==> config.mk <==
export PLATFORM = sky130hd
export DESIGN_NAME = hex_display_top
export DESIGN_NICKNAME = d
export VERILOG_FILES = /design/src/design/hex_pkg.sv /design/src/design/hex_display_top.sv /design/src/design/hex_regs.sv /design/src/design/seg_decoder.sv
export SDC_FILE = /design/constraint.sdc
export NUM_CORES = 1
export LEC_CHECK = 0
export ABC_AREA = 1
export ABC_CLOCK_PERIOD_IN_PS = 1460
export BUFFER_PORTS_ARGS = -buffer_cell sky130_fd_sc_hd__buf_2
export CORE_ASPECT_RATIO = 0.5
export CORE_UTILIZATION = 50
export DETAILED_ROUTE_END_ITERATION = 6
export GPL_TIMING_DRIVEN = 0
export PLACE_DENSITY_LB_ADDON = 0.15
export SYNTH_ARGS = -nofsm -noshare
export SYNTH_HDL_FRONTEND = slang
export SYNTH_HIERARCHICAL = 1
export SYNTH_SLANG_ARGS = --single-unit
==> constraint.sdc <==
create_clock -name clk -period 1.46 [get_ports clk]
set_clock_uncertainty 0.15 [all_clocks]
set_input_delay 0.146 -clock clk [delete_from_list [all_inputs] [get_ports clk]]
set_output_delay 0.146 -clock clk [all_outputs]
set_load 0.03 [all_outputs]
==> src/design/hex_pkg.sv <==
// Display subsystem package with register map, bus request and display types
`default_nettype none

package hex_pkg;

  // ====================
  // Board dimensions
  // ====================

  // Six seven-segment displays on the board
  localparam int NUM_DIGITS = 6;
  // Red LED bank width
  localparam int NUM_LEDS = 10;
  // Width of one hex digit
  localparam int DIGIT_W = 4;
  // Segments a through g
  localparam int SEG_W = 7;

  // ====================
  // Host bus
  // ====================

  localparam int ADDR_W = 3;
  localparam int DATA_W = 16;

  // Register map
  // Addresses 0 to 5 hold digits 0 to 5
  localparam logic [ADDR_W-1:0] ADDR_BLANK = 3'd6;
  localparam logic [ADDR_W-1:0] ADDR_LED   = 3'd7;

  // ====================
  // Display types
  // ====================

  // One hexadecimal digit value
  typedef logic [DIGIT_W-1:0] digit_t;

  // Active low, bit 0 is segment a, bit 6 is segment g
  typedef logic [SEG_W-1:0] seg_t;

  // Every segment dark
  localparam seg_t SEG_OFF = 7'h7f;

  // Single-cycle strobes, never both high
  typedef struct packed {
    logic              write;
    logic              read;
    logic [ADDR_W-1:0] address;
    logic [DATA_W-1:0] writedata;
  } bus_req_t;

  // Register file contents seen by the display path
  typedef struct packed {
    digit_t [NUM_DIGITS-1:0] digits;
    logic [NUM_DIGITS-1:0]   blank;
    logic [NUM_LEDS-1:0]     led;
  } disp_state_t;

  // All six HEX outputs side by side, digit 0 in the low bits
  typedef seg_t [NUM_DIGITS-1:0] hex_out_t;

endpackage

`default_nettype wire

==> src/design/hex_display_top.sv <==
// Display subsystem top with register file, six segment decoders and registered pin drive
`timescale 1ns/1ps
`default_nettype none

module hex_display_top (
  input  logic                         clk,
  input  logic                         rst,
  input  hex_pkg::bus_req_t            bus,
  output logic [hex_pkg::DATA_W-1:0]   readdata,
  output hex_pkg::hex_out_t            hex,
  output logic [hex_pkg::NUM_LEDS-1:0] ledr
);

  import hex_pkg::*;

  // Register file view
  disp_state_t state;

  // Decoder outputs ahead of the pin registers
  hex_out_t seg_next;

  // ====================
  // Register file
  // ====================

  hex_regs u_regs (
    .clk      (clk),
    .rst      (rst),
    .bus      (bus),
    .readdata (readdata),
    .state    (state)
  );

  // ====================
  // Decoders
  // ====================

  // One decoder per display, digit i drives HEXi
  for (genvar i = 0; i < NUM_DIGITS; i++) begin : g_digit
    seg_decoder u_dec (
      .digit (state.digits[i]),
      .blank (state.blank[i]),
      .seg   (seg_next[i])
    );
  end

  // ====================
  // Pin registers
  // ====================

  // Glitch-free drive for off-chip segments and LEDs
  // One cycle behind the register file
  always_ff @(posedge clk) begin
    if (rst) begin
      hex  <= {NUM_DIGITS{SEG_OFF}};
      ledr <= '0;
    end else begin
      hex  <= seg_next;
      ledr <= state.led;
    end
  end

  // ====================
  // Checks
  // ====================

  // Blank bit set one cycle ago means that digit is dark now
  for (genvar i = 0; i < NUM_DIGITS; i++) begin : g_blank_chk
    a_blank_dark: assert property (
      @(posedge clk) disable iff (rst) $past(state.blank[i]) |-> (hex[i] == SEG_OFF)
    ) else $error("hex digit %0d lit while blanked", i);
  end

endmodule

`default_nettype wire

==> src/design/hex_regs.sv <==
// Bus-addressed register file for six hex digits, blank mask and LEDs with registered read-back
`timescale 1ns/1ps
`default_nettype none

module hex_regs (
  input  logic                       clk,
  input  logic                       rst,
  input  hex_pkg::bus_req_t          bus,
  output logic [hex_pkg::DATA_W-1:0] readdata,
  output hex_pkg::disp_state_t       state
);

  import hex_pkg::*;

  // Storage
  digit_t [NUM_DIGITS-1:0] digit_q;
  logic [NUM_DIGITS-1:0]   blank_q;
  logic [NUM_LEDS-1:0]     led_q;

  // Address decode
  logic                  addr_is_digit;
  logic                  addr_is_blank;
  logic                  addr_is_led;
  logic [NUM_DIGITS-1:0] digit_sel;

  // Read mux before the readdata register
  logic [DATA_W-1:0] rd_mux;

  // ====================
  // Address decode
  // ====================

  // One-hot digit select, all zero for addresses 6 and 7
  always_comb begin
    digit_sel = '0;
    for (int i = 0; i < NUM_DIGITS; i++) begin
      if (bus.address == ADDR_W'(i)) begin
        digit_sel[i] = 1'b1;
      end
    end
  end

  assign addr_is_digit = |digit_sel;
  assign addr_is_blank = (bus.address == ADDR_BLANK);
  assign addr_is_led   = (bus.address == ADDR_LED);

  // ====================
  // Write path
  // ====================

  // Upper writedata bits are dropped
  always_ff @(posedge clk) begin
    if (rst) begin
      digit_q <= '0;
      // Display starts dark
      blank_q <= '1;
      led_q   <= '0;
    end else if (bus.write) begin
      for (int i = 0; i < NUM_DIGITS; i++) begin
        if (digit_sel[i]) begin
          digit_q[i] <= bus.writedata[DIGIT_W-1:0];
        end
      end
      if (addr_is_blank) begin
        blank_q <= bus.writedata[NUM_DIGITS-1:0];
      end
      if (addr_is_led) begin
        led_q <= bus.writedata[NUM_LEDS-1:0];
      end
    end
  end

  // ====================
  // Read path
  // ====================

  // Zero-extended, same bit positions as the write
  always_comb begin
    rd_mux = '0;
    if (addr_is_digit) begin
      for (int i = 0; i < NUM_DIGITS; i++) begin
        if (digit_sel[i]) begin
          rd_mux[DIGIT_W-1:0] = digit_q[i];
        end
      end
    end else if (addr_is_blank) begin
      rd_mux[NUM_DIGITS-1:0] = blank_q;
    end else if (addr_is_led) begin
      rd_mux[NUM_LEDS-1:0] = led_q;
    end
  end

  // Holds the last read value until the next read
  always_ff @(posedge clk) begin
    if (rst) begin
      readdata <= '0;
    end else if (bus.read) begin
      readdata <= rd_mux;
    end
  end

  // Straight from the registers, no extra stage
  assign state.digits = digit_q;
  assign state.blank  = blank_q;
  assign state.led    = led_q;

  // ====================
  // Checks
  // ====================

  // Host never issues read and write together
  a_no_rw_overlap: assert property (
    @(posedge clk) disable iff (rst) !(bus.read && bus.write)
  ) else $error("hex_regs read and write strobes high together");

  // Host stays quiet during reset
  a_quiet_in_reset: assert property (
    @(posedge clk) rst |-> !(bus.read || bus.write)
  ) else $error("hex_regs bus strobe seen during reset");

endmodule

`default_nettype wire

==> src/design/seg_decoder.sv <==
// Seven-segment decoder turning one hex nibble and a blank flag into active-low segments
`timescale 1ns/1ps
`default_nettype none

module seg_decoder (
  input  hex_pkg::digit_t digit,
  input  logic            blank,
  output hex_pkg::seg_t   seg
);

  import hex_pkg::*;

  // Active-high pattern before inversion
  seg_t lit;

  // ====================
  // Glyph table
  // ====================

  // Bit order gfedcba
  always_comb begin
    case (digit)
      4'h0: lit = 7'b0111111;
      4'h1: lit = 7'b0000110;
      4'h2: lit = 7'b1011011;
      4'h3: lit = 7'b1001111;
      4'h4: lit = 7'b1100110;
      4'h5: lit = 7'b1101101;
      4'h6: lit = 7'b1111101;
      4'h7: lit = 7'b0000111;
      4'h8: lit = 7'b1111111;
      4'h9: lit = 7'b1101111;
      // Upper-case A
      4'ha: lit = 7'b1110111;
      // Lower-case b, upper-case B would look like 8
      4'hb: lit = 7'b1111100;
      4'hc: lit = 7'b0111001;
      // Lower-case d, upper-case D would look like 0
      4'hd: lit = 7'b1011110;
      4'he: lit = 7'b1111001;
      4'hf: lit = 7'b1110001;
      default: lit = '0;
    endcase
  end

  // ====================
  // Output
  // ====================

  // Board segments are active low
  // Blank wins over any digit value
  assign seg = blank ? SEG_OFF : ~lit;

endmodule

`default_nettype wire

* After elaboration in Yosys (flattened, before gate mapping)
Memory sizes are Yosys's and may differ from the RTL's. A register that Yosys moved wholly into a read port is not among the register bits. Cells that the tools add are included.
Operators by class: reductions and logical operators 16, shift operators 0, bitwise logic cells 6, eq/ne operators 7, order comparisons 0, multipliers 0, muxes and demuxes 29, div/mod/pow operators 0, add/subtract/negate cells 0
Operators with widths (number):
- 4-bit 2-to-1 mux | 20
- 7-bit NOT | 6
- 2-bit AND reduction | 8
- 3-bit equality test (second input constant) | 4
- 6-bit 2-to-1 mux | 2
- 2-bit OR reduction | 6
- 10-bit 2-to-1 mux | 1
- 3-bit by 2-bit equality test with 1-bit output (second input constant) | 2
- 1-bit 2-to-1 mux | 6
- 6-bit OR reduction | 1
- 3-bit by 1-bit equality test with 1-bit output (second input constant) | 1
- 3-bit zero test | 1
Storage, ports and cells: memories 6, word-level logic and storage cells 80, bits in read-only memories 672, bits in latches 0, register bits after elaboration 102, output and inout port bits 68, memory bits (writable) 0
Memories:
- (name not given) | depth 16, width 7, read ports 1, clocked after memory_dff 1, write ports 0, line seg_decoder.sv:22 | case (digit)
- (name not given) | depth 16, width 7, read ports 1, clocked after memory_dff 1, write ports 0, line seg_decoder.sv:22
- (name not given) | depth 16, width 7, read ports 1, clocked after memory_dff 1, write ports 0, line seg_decoder.sv:22
- (name not given) | depth 16, width 7, read ports 1, clocked after memory_dff 1, write ports 0, line seg_decoder.sv:22
- (name not given) | depth 16, width 7, read ports 1, clocked after memory_dff 1, write ports 0, line seg_decoder.sv:22
- (name not given) | depth 16, width 7, read ports 1, clocked after memory_dff 1, write ports 0, line seg_decoder.sv:22

* Logic depth before layout (Yosys ltp)
depth in word-level cells 9, depth in mapped cells 9, mapped depth without buffers 9

* Hierarchy
Netlist, hierarchy kept.
Modules (own cells, without submodules):
- hex_regs | cells an instance 304, seq. area each 1001.0 sq um, instances 1, area each 2157.1 sq um
- seg_decoder | cells an instance 53, seq. area each 0.0 sq um, instances 6, area each 285.3 sq um
- hex_display_top | cells an instance 162, seq. area each 1041.0 sq um, instances 1, area each 1485.2 sq um

* Worst setup path before layout
Ideal clock, no wire load.
path type register -> register, from register u_regs/state[21] (netlist name), to register hex[7] (netlist name), period minus slack after synthesis 1.381 ns, stages on the path, launching flop included 8, setup slack 0.079 ns, arrival 1.118 ns, cell sequence dfxtp_1 inv_1 ha_1 or2_0 nand2_1 nand2_1 inv_1 nand2_1
RTL lines:
- end signal: assignment | line hex_display_top.sv:55 | hex <= {NUM_DIGITS{SEG_OFF}};
- end signal: assignment | line hex_display_top.sv:58 | hex <= seg_next;
- end: declaration | line hex_display_top.sv:10 | output hex_pkg::hex_out_t hex,

==> results.md <==
* Drt total wl at 12.43 mm
* GP Congestion at 0.9390
* Core area at 10310 um^2
* Final Slew Violations at 0
* Chip height at 75.17 um
* Critical Path End Type: flop
* Post-Place Cells at 1006
* Post-route insts no fill at 1032
* Layout cell share with drive strength beyond 1 at 21.41%
* Worst Tran Pin Value at 513.2 ps
* Hold_ws at 21.07 ps
* Pre-CTS setup slack at -186.5 ps
* Drt pass-1 iters at 5
* Setup_tns at 0 ps
* First DRT Iteration DRCs at 320
* Clock Latency Late Sink at 350 ps
* Total of fill cells in the finished design at 941
* Residual DRC at 0
* Buffer type at the clock tree root: clkbuf_16
* Initial Util at 51.92%
* Core Rows at 26
* WS Path Type: flop to flop
* Status: finished clean
* PwrDens at 920.3 nW/um^2
* Post-synthesis sequential area ratio at 38.14%
* HPWL after DPL at 8.789 mm
* Peak VDD IR at 0.6032 mV
* Synth Instances at 784
* Routed len/inst at 12.04 um
* N_diodes at 0
* Final worst path period share at 94.91%
* Crit start category: flop
* First-pass GRT wire length at 20.21 mm
* Vias per inst at 4.819
* Total grt overflow at 0
* Unrepaired setup endpoints after global routing: true
* Crit path required time at 1560 ps
* Area growth from synthesis to layout at 20.71%
* TritonCTS buffer count at 9
* Max_cap viols at 0
* Pleak at 3.088 nW
* Vias in the first global route at 4242
* Final #Nets at 946
* Final ANT Viol Nets at 0
* Longest Clk Path Bufs at 2
* Met2 wire length at 5.468 mm
* Die area at 11150 um^2
* Commonest non-fill, non-tap cell in the layout: nand2_1
* Final WS setup at 74.38 ps
* Final setup viols at 0
* Most frequent cells in the layout: 222 x nand2_1, 104 x nand3_1, 94 x inv_1
* Post-Syn Area per Cell at 6.829 um^2
* Critical path peak fanout at 6
* Clock-pin slew on the worst setup and hold paths at 70 ps
* CTS tree: done
* Top sig layer: met4
* Seq cells post-synth at 102
* Initial antenna violation count at 0
* WP data arrival at 1480 ps
* Fin crit period at 1386 ps
* Synth warn at 6
* Reg area at 2085 um^2
* Synth Cell Area at 5354 um^2
* Fmax at 721.7 MHz
* Rel. slew slack at 65.79%
* Largest net degree at the start of global routing at 20
* Met3 WL at 838 um
* Area of the multi-input gates at 2728 um^2
* IO Pins at 91
* H-tree depth at 3
* Endpoints failing hold at 0
* Port buffer count at 77
* Netlist cell types at 24
* Via count at 4973
* Routed met1 length at 6.011 mm
* TritonCTS Sinks at 102
* Total power at 0.005947 W
* Die width at 148.3 um
* Worst min path class: input pin to flop
* GRT Total Usage at 23.25%
-- metal layers --
metal | global-route usage [%] | vias up
met3 | 6.000 | 13
met4 | 5.155 | 0
met5 | 0 | -
met1 | 31.32 | 2172
met2 | 37.92 | 145
li1 | - | 2643
-- kinds of logic after synthesis --
kind of cell	count (synthesis)	synth area share, %
adder cells (fa/ha/maj)	36	8.413
buffers and inverters	160	13.13
AO/OA/AOI/OAI	84	8.366
flip-flops	102	38.14
other	1	0.07004
AND/OR/NAND/NOR	401	31.88
-- cells in the mapped netlist --
cell / number / share of area [%]
nor2_1: 52 / 3.6
buf_2: 4 / 0.37
or2_0: 6 / 0.70
conb_1: 1 / 0.070
nor2_2: 4 / 0.47
clkbuf_1: 8 / 0.56
a21boi_1: 2 / 0.28
ha_1: 36 / 8.4
o211ai_1: 6 / 0.84
nand2_2: 6 / 0.70
nor3_2: 2 / 0.37
buf_4: 18 / 2.5
nor4_2: 1 / 0.23
a21oi_1: 32 / 3.0
o21ai_1: 10 / 0.93
o21ai_0: 32 / 3.0
dfxtp_1: 102 / 38
nand3_1: 104 / 9.7
nand2_1: 222 / 16
nand4_1: 4 / 0.47
inv_1: 104 / 7.3
buf_6: 4 / 0.84
a22o_1: 2 / 0.33
inv_2: 22 / 1.5
-- per-stage QoR --
| stage | cell area (um^2) | utilization [%] |
|---|---|---|
| floorplan | 5373 | - |
| global placement | 5933 | 57.53 |
| detailed placement | 5933 | 57.53 |
| CTS | 6321 | 61.30 |
| global route | 6462 | 62.67 |
| finish | 6462 | 62.67 |
-- repair_timing --
item,in CTS,in global routing
hold buffers,8,0
resized for setup,13,38
buffers inserted,0,2
endpoints found under the setup margin,14,22
gates cloned,0,0
hold endpoints to repair,10,0
-- area by class of cell --
cell class	instances	share of cell area [%]
Timing Repair Buffer	87	7.435
Buffer	34	3.582
Sequential cell	102	32.26
Clock inverter	7	1.007
Inverter	126	7.318
Tap cell	140	2.711
Clock buffer	9	3.485
Multi-Input combinational cell	527	42.21
-- power by group --
part	switching, W	internal [W]	leakage, nW
sequential	0.0000521	0.00284	0.838
clock	0.00112	0.00119	0.140
combinational	0.000491	0.000248	2.11
-- registers in the layout (all words and copies together) (netlist names) --
register and cells:
hex 42, u_regs/state 24, ledr 10, u_regs/led_q 10
u_regs/readdata 10, u_regs/blank_q 6
-- worst max-delay path, stage by stage (launching register included) --
cell and delay, ps:
dfxtp_4 380, inv_1 110, ha_2 220, or2_0 240
nand2_1 60, nand2_1 40, inv_1 40, nand2_1 40
-- final timing paths --
kind | depth (start not counted) | slack [ps] | end | from
setup / recovery | 7 | 70 | hex[0] | u_regs/state[17]
hold / removal | 3 | 20 | u_regs/blank_q[3] | bus[3]
setup reg to reg | 7 | 70 | hex[0] | u_regs/state[17]
hold reg to reg | 2 | 280 | ledr[2] | u_regs/led_q[2]
Power figures use the tool's default switching activity.
